### src/erx_pkg.sv
package erx_pkg;

   localparam int PW          = 104;           // Packet width
   localparam int AW          = 32;            // Address width

   localparam int WRITE_LSB   = 0;             // Write flag
   localparam int WRITE_W     = 1;
   localparam int DMODE_LSB   = 1;             // Datamode
   localparam int DMODE_W     = 2;
   localparam int CTRL_LSB    = 3;             // Ctrlmode
   localparam int CTRL_W      = 4;
   localparam int DST_LSB     = 8;             // Destination address
   localparam int DST_W       = 32;
   localparam int DATA_LSB    = 40;            // Write data
   localparam int DATA_W      = 32;
   localparam int SRC_LSB     = 72;            // Source address
   localparam int SRC_W       = 32;

   localparam int         ID_W    = 12;        // Chip id lives in dstaddr[31:20]
   localparam logic [11:0] CHIP_ID = 12'h999;

   localparam logic [1:0] CLS_WR  = 2'd0;      // Remote write
   localparam logic [1:0] CLS_RD  = 2'd1;      // Read request
   localparam logic [1:0] CLS_RR  = 2'd2;      // Read response
   localparam logic [1:0] CLS_CFG = 2'd3;      // Local config write

   localparam logic [3:0] CTRL_RR = 4'b1000;   // Ctrlmode tag for read responses

   localparam logic [1:0] REMAP_NONE    = 2'd0;
   localparam logic [1:0] REMAP_STATIC  = 2'd1;
   localparam logic [1:0] REMAP_DYNAMIC = 2'd2; // Mode 3 behaves as none

   localparam int         CFG_OFS_W         = 8; // Offset taken from dstaddr[7:0]
   localparam logic [7:0] CFG_REMAP_MODE    = 8'h00;
   localparam logic [7:0] CFG_REMAP_SEL     = 8'h04;
   localparam logic [7:0] CFG_REMAP_PATTERN = 8'h08;
   localparam logic [7:0] CFG_REMAP_BASE    = 8'h0C;

   localparam int NCH   = 3;                   // Output channels
   localparam int CH_WR = 0;
   localparam int CH_RD = 1;
   localparam int CH_RR = 2;

   localparam int FIFO_DEPTH  = 8;
   localparam int FIFO_AW     = 3;
   localparam int WAIT_MARGIN = 3;             // Two stages in flight plus one

endpackage
### src/erx_core.sv
module erx_core import erx_pkg::*; (
   input  logic          clk,
   input  logic          reset,
   input  logic          rx_access,
   input  logic [PW-1:0] rx_packet,
   input  logic          rxwr_wait,
   input  logic          rxrd_wait,
   input  logic          rxrr_wait,
   output logic          rx_wr_wait,
   output logic          rx_rd_wait,
   output logic          rxwr_access,
   output logic [PW-1:0] rxwr_packet,
   output logic          rxrd_access,
   output logic [PW-1:0] rxrd_packet,
   output logic          rxrr_access,
   output logic [PW-1:0] rxrr_packet
);

   logic          p_access;                     // Protocol stage out
   logic [1:0]    p_class;
   logic [PW-1:0] p_packet;

   logic [1:0]    remap_mode;                   // Config levels
   logic [11:0]   remap_sel;
   logic [11:0]   remap_pattern;
   logic [31:0]   remap_base;

   logic          r_access;                     // Remap stage out
   logic [1:0]    r_class;
   logic [PW-1:0] r_packet;

   logic [NCH-1:0]            fifo_push;
   logic [PW-1:0]             fifo_data;
   logic [NCH-1:0][FIFO_AW:0] fifo_free;
   logic [NCH-1:0]            ch_wait;          // Per channel back-pressure
   logic [NCH-1:0]            ch_access;
   logic [PW-1:0]             ch_packet [NCH];

   erx_protocol u_protocol (
      .clk       (clk),
      .reset     (reset),
      .rx_access (rx_access),
      .rx_packet (rx_packet),
      .p_access  (p_access),
      .p_class   (p_class),
      .p_packet  (p_packet)
   );

   erx_cfg u_cfg (
      .clk           (clk),
      .reset         (reset),
      .p_access      (p_access),
      .p_class       (p_class),
      .p_packet      (p_packet),
      .remap_mode    (remap_mode),
      .remap_sel     (remap_sel),
      .remap_pattern (remap_pattern),
      .remap_base    (remap_base)
   );

   erx_remap u_remap (
      .clk           (clk),
      .reset         (reset),
      .p_access      (p_access),
      .p_class       (p_class),
      .p_packet      (p_packet),
      .remap_mode    (remap_mode),
      .remap_sel     (remap_sel),
      .remap_pattern (remap_pattern),
      .remap_base    (remap_base),
      .r_access      (r_access),
      .r_class       (r_class),
      .r_packet      (r_packet)
   );

   erx_distributor u_distributor (
      .r_access   (r_access),
      .r_class    (r_class),
      .r_packet   (r_packet),
      .fifo_free  (fifo_free),
      .fifo_push  (fifo_push),
      .fifo_data  (fifo_data),
      .rx_wr_wait (rx_wr_wait),
      .rx_rd_wait (rx_rd_wait)
   );

   assign ch_wait[CH_WR] = rxwr_wait;
   assign ch_wait[CH_RD] = rxrd_wait;
   assign ch_wait[CH_RR] = rxrr_wait;

   for (genvar ch = 0; ch < NCH; ch++) begin : g_fifo
      erx_fifo u_fifo (
         .clk     (clk),
         .reset   (reset),
         .push    (fifo_push[ch]),
         .data_in (fifo_data),
         .wait_in (ch_wait[ch]),
         .free    (fifo_free[ch]),
         .access  (ch_access[ch]),
         .packet  (ch_packet[ch])
      );
   end

   assign rxwr_access = ch_access[CH_WR];        // Channel index to named ports
   assign rxwr_packet = ch_packet[CH_WR];
   assign rxrd_access = ch_access[CH_RD];
   assign rxrd_packet = ch_packet[CH_RD];
   assign rxrr_access = ch_access[CH_RR];
   assign rxrr_packet = ch_packet[CH_RR];

endmodule

### src/erx_fifo.sv
module erx_fifo import erx_pkg::*; (
   input  logic             clk,
   input  logic             reset,
   input  logic             push,
   input  logic [PW-1:0]    data_in,
   input  logic             wait_in,
   output logic [FIFO_AW:0] free,
   output logic             access,
   output logic [PW-1:0]    packet
);

   logic [PW-1:0]      mem [FIFO_DEPTH];        // Packet storage
   logic [FIFO_AW-1:0] wr_ptr;
   logic [FIFO_AW-1:0] rd_ptr;
   logic [FIFO_AW:0]   count;                   // Entries held
   logic               full;
   logic               pop;
   logic               wr_en;

   assign full   = (count == (FIFO_AW+1)'(FIFO_DEPTH));
   assign access = (count != '0);               // Fallthrough shows the head
   assign packet = mem[rd_ptr];
   assign pop    = access && !wait_in;          // Consumed when not held
   assign wr_en  = push && (!full || pop);      // Full slot frees on same edge
   assign free   = (FIFO_AW+1)'(FIFO_DEPTH) - count;

   always_ff @(posedge clk) begin
      if (wr_en) begin
         mem[wr_ptr] <= data_in;
      end
   end

   // Pointers wrap with depth a power of two
   always_ff @(posedge clk) begin
      if (reset) begin
         wr_ptr <= '0;
         rd_ptr <= '0;
         count  <= '0;
      end else begin
         if (wr_en) begin
            wr_ptr <= wr_ptr + 1'b1;
         end
         if (pop) begin
            rd_ptr <= rd_ptr + 1'b1;
         end
         case ({wr_en, pop})
            2'b10:   count <= count + 1'b1;
            2'b01:   count <= count - 1'b1;
            default: count <= count;            // Idle or push with pop
         endcase
      end
   end

endmodule

### src/erx_distributor.sv
module erx_distributor import erx_pkg::*; (
   input  logic                        r_access,
   input  logic [1:0]                  r_class,
   input  logic [PW-1:0]               r_packet,
   input  logic [NCH-1:0][FIFO_AW:0]   fifo_free,
   output logic [NCH-1:0]              fifo_push,
   output logic [PW-1:0]               fifo_data,
   output logic                        rx_wr_wait,
   output logic                        rx_rd_wait
);

   logic [NCH-1:0] low_space;                   // Free at or under margin per channel

   // Class to channel steering
   always_comb begin
      fifo_push = '0;
      if (r_access) begin
         case (r_class)
            CLS_WR:  fifo_push[CH_WR] = 1'b1;
            CLS_RD:  fifo_push[CH_RD] = 1'b1;
            CLS_RR:  fifo_push[CH_RR] = 1'b1;
            default: fifo_push = '0;            // Config never gets here
         endcase
      end
   end

   assign fifo_data = r_packet;                 // Shared by all FIFOs

   always_comb begin
      for (int ch = 0; ch < NCH; ch++) begin
         low_space[ch] = (fifo_free[ch] <= (FIFO_AW+1)'(WAIT_MARGIN));
      end
   end

   // Responses share the write wait since both arrive as writes
   assign rx_wr_wait = low_space[CH_WR] || low_space[CH_RR];
   assign rx_rd_wait = low_space[CH_RD];

endmodule

### src/erx_remap.sv
module erx_remap import erx_pkg::*; (
   input  logic          clk,
   input  logic          reset,
   input  logic          p_access,
   input  logic [1:0]    p_class,
   input  logic [PW-1:0] p_packet,
   input  logic [1:0]    remap_mode,
   input  logic [11:0]   remap_sel,
   input  logic [11:0]   remap_pattern,
   input  logic [31:0]   remap_base,
   output logic          r_access,
   output logic [1:0]    r_class,
   output logic [PW-1:0] r_packet
);

   logic [AW-1:0] dst_in;                       // Original destination
   logic [AW-1:0] dst_static;                   // High bits forced by select mask
   logic [AW-1:0] dst_dynamic;                  // Base offset added
   logic [AW-1:0] dst_out;
   logic          do_remap;                     // Only writes and read requests
   logic [PW-1:0] packet_out;

   assign dst_in   = p_packet[DST_LSB +: DST_W];
   assign do_remap = (p_class == CLS_WR) || (p_class == CLS_RD);

   assign dst_static = {(dst_in[AW-1 -: ID_W] & ~remap_sel) | (remap_pattern & remap_sel),
                        dst_in[AW-ID_W-1:0]};
   assign dst_dynamic = dst_in + remap_base;    // Wraps modulo 2^32

   always_comb begin
      dst_out = dst_in;
      if (do_remap) begin
         case (remap_mode)
            REMAP_STATIC:  dst_out = dst_static;
            REMAP_DYNAMIC: dst_out = dst_dynamic;
            default:       dst_out = dst_in;    // None and mode 3
         endcase
      end
   end

   always_comb begin
      packet_out = p_packet;
      packet_out[DST_LSB +: DST_W] = dst_out;   // Splice new address in
   end

   always_ff @(posedge clk) begin
      if (reset) begin
         r_access <= 1'b0;
      end else begin
         r_access <= p_access && (p_class != CLS_CFG); // Config packets end here
      end
   end

   always_ff @(posedge clk) begin
      r_class  <= p_class;
      r_packet <= packet_out;
   end

endmodule

### src/erx_cfg.sv
module erx_cfg import erx_pkg::*; (
   input  logic          clk,
   input  logic          reset,
   input  logic          p_access,
   input  logic [1:0]    p_class,
   input  logic [PW-1:0] p_packet,
   output logic [1:0]    remap_mode,
   output logic [11:0]   remap_sel,
   output logic [11:0]   remap_pattern,
   output logic [31:0]   remap_base
);

   logic                 cfg_we;                // Config write this cycle
   logic [CFG_OFS_W-1:0] cfg_ofs;               // Register offset
   logic [DATA_W-1:0]    cfg_data;

   assign cfg_we   = p_access && (p_class == CLS_CFG);
   assign cfg_ofs  = p_packet[DST_LSB +: CFG_OFS_W];
   assign cfg_data = p_packet[DATA_LSB +: DATA_W];

   // Remap settings hold until rewritten
   always_ff @(posedge clk) begin
      if (reset) begin
         remap_mode    <= REMAP_NONE;
         remap_sel     <= '0;
         remap_pattern <= '0;
         remap_base    <= '0;
      end else if (cfg_we) begin
         case (cfg_ofs)
            CFG_REMAP_MODE: begin
               remap_mode <= cfg_data[1:0];      // Low two bits only
            end
            CFG_REMAP_SEL: begin
               remap_sel <= cfg_data[11:0];      // Mask over dstaddr[31:20]
            end
            CFG_REMAP_PATTERN: begin
               remap_pattern <= cfg_data[11:0];
            end
            CFG_REMAP_BASE: begin
               remap_base <= cfg_data;           // Full 32 bit offset
            end
            default: begin
               // Unmapped offsets fall through silently
            end
         endcase
      end
   end

endmodule

### src/erx_protocol.sv
module erx_protocol import erx_pkg::*; (
   input  logic          clk,
   input  logic          reset,
   input  logic          rx_access,
   input  logic [PW-1:0] rx_packet,
   output logic          p_access,
   output logic [1:0]    p_class,
   output logic [PW-1:0] p_packet
);

   logic [AW-1:0]     dstaddr;                  // Incoming destination
   logic [CTRL_W-1:0] ctrlmode;
   logic              is_write;
   logic              is_local;                 // Hits this chip's id space
   logic [1:0]        cls;                      // Decoded class, pre-register

   assign dstaddr  = rx_packet[DST_LSB +: DST_W];
   assign ctrlmode = rx_packet[CTRL_LSB +: CTRL_W];
   assign is_write = rx_packet[WRITE_LSB +: WRITE_W];
   assign is_local = (dstaddr[AW-1 -: ID_W] == CHIP_ID);

   always_comb begin
      if (!is_write) begin
         cls = CLS_RD;                          // Anything not a write is a read
      end else if (is_local) begin
         cls = CLS_CFG;                         // Local register space
      end else if (ctrlmode == CTRL_RR) begin
         cls = CLS_RR;                          // Tagged write coming back
      end else begin
         cls = CLS_WR;
      end
   end

   // Registered link strobe
   always_ff @(posedge clk) begin
      if (reset) begin
         p_access <= 1'b0;
      end else begin
         p_access <= rx_access;
      end
   end

   always_ff @(posedge clk) begin
      p_class  <= cls;                          // Qualified by p_access
      p_packet <= rx_packet;
   end

endmodule

### config.mk
export PLATFORM = sky130hd
export DESIGN_NAME = erx_core
export DESIGN_NICKNAME = d
export VERILOG_FILES = /design/src/erx_pkg.sv /design/src/erx_core.sv /design/src/erx_fifo.sv /design/src/erx_distributor.sv /design/src/erx_remap.sv /design/src/erx_cfg.sv /design/src/erx_protocol.sv
export SDC_FILE = /design/constraint.sdc
export NUM_CORES = 2
export LEC_CHECK = 0
export BUFFER_PORTS_ARGS = -buffer_cell sky130_fd_sc_hd__buf_2
export CAP_MARGIN = 20
export CORE_UTILIZATION = 45
export DETAILED_ROUTE_END_ITERATION = 7
export GPL_ROUTABILITY_DRIVEN = 0
export PLACE_DENSITY = 0.59
export SLEW_MARGIN = 20
export SYNTH_ARGS = -nofsm -noshare
export SYNTH_HDL_FRONTEND = slang
export SYNTH_SLANG_ARGS = --single-unit
### constraint.sdc
create_clock -name clk -period 19.21 [get_ports clk]
set_clock_uncertainty 0.1 [all_clocks]
set_input_delay 3.842 -clock clk [delete_from_list [all_inputs] [get_ports clk]]
set_output_delay 3.842 -clock clk [all_outputs]
set_load 0.01 [all_outputs]
==> impl_metrics.env <==
export IMPL_ys_seq_area_frac=0.781
export IMPL_drc=0
export IMPL_yosys_area_top_type="edfxtp_1"
export IMPL_whs_ns=0.222
export IMPL_place_port_buffers=426
export IMPL_yosysUniqueCellTypes=74
export IMPL_hpwl_mm=149
export IMPL_ys_seq_elements=2807
export IMPL_slew_headroom=0.221
export IMPL_postLayoutCellArea_um2=120000
export IMPL_post_cts_buffers=0
export IMPL_synthTopCellsByArea="edfxtp_1, mux4_2, dfxtp_1"
export IMPL_cts_hold_buffers=0
export IMPL_globalRouteMet2Util=0.350
export IMPL_max_cap_violations=0
export IMPL_fp_dieArea_um2=233000
export IMPL_p_sw_mw=3.31
export IMPL_avgRoutedWirePerCell_um=30.3
export IMPL_grt_pass1_wl_mm=365
export IMPL_cts_tree="done"
export IMPL_grt_use_met3=0.0413
export IMPL_finalMaxSlewViolations=0
export IMPL_synth_warnings=0
export IMPL_vias=49000
export IMPL_cts_max_level=5
export IMPL_fmax_mhz=110
export IMPL_setup_tns_ns=0
export IMPL_slowest_delay_ns=0.85
export IMPL_drt_iter0_drc=4688
export IMPL_met1_usage=0.317
export IMPL_ctsResizeCount=0
export IMPL_startpoint_type="register"
export IMPL_post_synth_cell_area_avg_um2=22.4
export IMPL_crit_top_cell="buf_4"
export IMPL_core_region_area_um2=230000
export IMPL_postRouteAntennaNets=0
export IMPL_wl_mm=259
export IMPL_period_share=0.475
export IMPL_track_usage=0.222
export IMPL_yosysMostFrequentCell="edfxtp_1"
export IMPL_rsz0062_at_grt="false"
export IMPL_placed_area_um2=110000
export IMPL_clk_path_buf_depth=4
export IMPL_required_ns=15.27
export IMPL_grt_pass1_vias=50000
export IMPL_clkPwrFrac=0.396
export IMPL_cts_buffers=308
export IMPL_setup_viol=0
export IMPL_end_kind="primary output"
export IMPL_via_per_inst=5.75
export IMPL_worstSetupPathType="reg2out"
export IMPL_critical_path_peak_fanout=39
export IMPL_synthFlopType="edfxtp_1"
export IMPL_drive_gt1_frac=0.357
export IMPL_internal_power_mw=10.9
export IMPL_cts_root_buf="clkbuf_16"
export IMPL_die_y_um=483
export IMPL_tightest_slew_ns=1.16
export IMPL_ir_worst_vdd_mv=0.0852
export IMPL_synth_enable_flop_cells=2496
export IMPL_yosys_area_top_type_share=0.721
export IMPL_numClockSinks=2807
export IMPL_setup_ws_ns=10.09
export IMPL_power_density_nw_per_um2=119
export IMPL_gr_total_overflow=0
export IMPL_place_ws_ns=10.91
export IMPL_pin_count=427
export IMPL_run_status="complete, no violations"
export IMPL_seq_power_share=0.482
export IMPL_combPwrFrac=0.121
export IMPL_cp_cell_sequence="buf_4 > buf_4 > buf_4 > mux4_2 > mux2_2 > buf_2"
export IMPL_hold_viol_final=0
export IMPL_p_leak_nw=38.1
export IMPL_clk_latency_ns=0.94
export IMPL_final_nets=5439
export IMPL_synthArstFlopShare=0
export IMPL_clk_pin_slew_worst_paths_ns=0.06
export IMPL_rows=176
export IMPL_cp_slowest_cell="dfxtp_4"
export IMPL_die_x_um=483
export IMPL_swShare=0.233
export IMPL_path_delay_family="buffers and inverters"
export IMPL_hold_path_class="reg2reg"
export IMPL_worstPathArrival_ns=5.18
export IMPL_syn_inst=4638
export IMPL_path_buf_inv=4
export IMPL_yosys_top_cells_count="edfxtp_1, mux4_2, mux2_2"
export IMPL_dr_pass1_iters=5
export IMPL_grt_antenna_before_repair=29
export IMPL_syn_cell_area_um2=104000
export IMPL_fin_crit_ns=9.12
export IMPL_grt_busiest_layer="met2"
export IMPL_grt_start_max_net_pins=105
export IMPL_syn_num_nets=4798
export IMPL_start_util=0.452
export IMPL_syn_to_final_growth_pct=15.1
-- flip-flops by register name, summed over array words and instances, names as in the netlist, 2 cells and up, named ones only --
register	count
g_fifo.u_fifo.rd_ptr	9
u_remap.r_class	2
g_fifo.u_fifo.wr_ptr	9
u_protocol.p_class	2
u_cfg.remap_pattern	12
g_fifo.u_fifo.count	12
u_cfg.remap_mode	2
u_protocol.p_packet	104
u_cfg.remap_sel	12
g_fifo.u_fifo.mem	2496
u_cfg.remap_base	32
u_remap.r_packet	104
-- cell usage in the layout (no fill, tap or decap), types with 7 or more instances in the layout --
cell type | netlist | layout
inv_1 | 36 | 36
nand2_1 | 134 | 134
buf_4 | 2 | 108
nor3_2 | 0 | 7
clkbuf_1 | 119 | 68
a22oi_1 | 10 | 10
dfxtp_4 | 0 | 9
nand3_1 | 23 | 23
edfxtp_1 | 2496 | 2496
o21ai_1 | 19 | 22
mux4_2 | 624 | 624
xnor2_1 | 17 | 17
nor2_4 | 0 | 13
clkbuf_8 | 0 | 16
buf_2 | 47 | 426
clkinv_2 | 0 | 50
ha_1 | 46 | 46
nor2_1 | 93 | 79
mux2i_1 | 33 | 33
a21oi_1 | 68 | 68
clkinv_1 | 0 | 43
mux2_2 | 313 | 313
nand2b_1 | 11 | 11
xor2_1 | 23 | 23
dfxtp_1 | 311 | 302
nor3_1 | 19 | 12
o21ai_0 | 35 | 32
a21o_1 | 14 | 14
bufinv_16 | 0 | 18
clkbuf_16 | 0 | 318
-- final timing paths --
kind	start	to	slack [ns]	cells after the start
worst min register to register	u_protocol.p_packet[92]$_DFF_P_	u_remap.r_packet[92]$_DFF_P_	0.22	0
worst max-delay path	register	rxrd_packet[81]	10.09	6
worst max register to register	u_remap.r_class[0]$_DFF_P_	g_fifo[2].u_fifo.mem[7][65]$_DFFE_PP_	15.16	6
worst min-delay path	u_protocol.p_packet[92]$_DFF_P_	u_remap.r_packet[92]$_DFF_P_	0.22	0
-- area by class of cell --
type	instances	area, µm²
antenna	4	10.0
timing repair buffer	537	2990
multi-input combinational	1589	21900
clock buffer	402	8430
fill	17800	110000
tap	3026	3790
inverter	36	135
sequential	2807	81200
clock inverter	127	1100
-- cell families after synthesis --
| family | share of synthesized area |
|---|---|
| adder cells (fa/ha/maj) | 0.00631 |
| buffers and inverters | 0.00945 |
| AO/OA/AOI/OAI | 0.0135 |
| AND/OR/NAND/NOR | 0.0139 |
| multiplexers | 0.172 |
| flip-flops | 0.781 |
| XOR/XNOR | 0.00337 |
-- routing by layer --
layer | wire length [µm] | vias up
met4 | 7200 | 4
met3 | 17000 | 409
li1 | - | 20500
met1 | 112000 | 26600
met2 | 122000 | 1582
met5 | 27 | -
-- power by group through the flow --
stage          combinational, mW  sequential (mW)  clock [mW]
6_report                    1.72             6.84        5.62
5_1_grt                     1.84             6.86        5.96
4_1_cts                     1.76             6.85        5.74
3_5_place_dp                1.75             6.98           0
3_3_place_gp                1.75             6.97           0
2_1_floorplan               1.24             6.88           0
-- stage by stage --
stage	std cells	total power [mW]	utilization
2_1_floorplan	4638	8.11	-
3_3_place_gp	7994	8.72	0.479
3_5_place_dp	7994	8.73	0.479
4_1_cts	8523	14.4	0.521
5_1_grt	8525	14.7	0.521
6_report	8528	14.2	0.521
(Power assumes the default switching activity.)
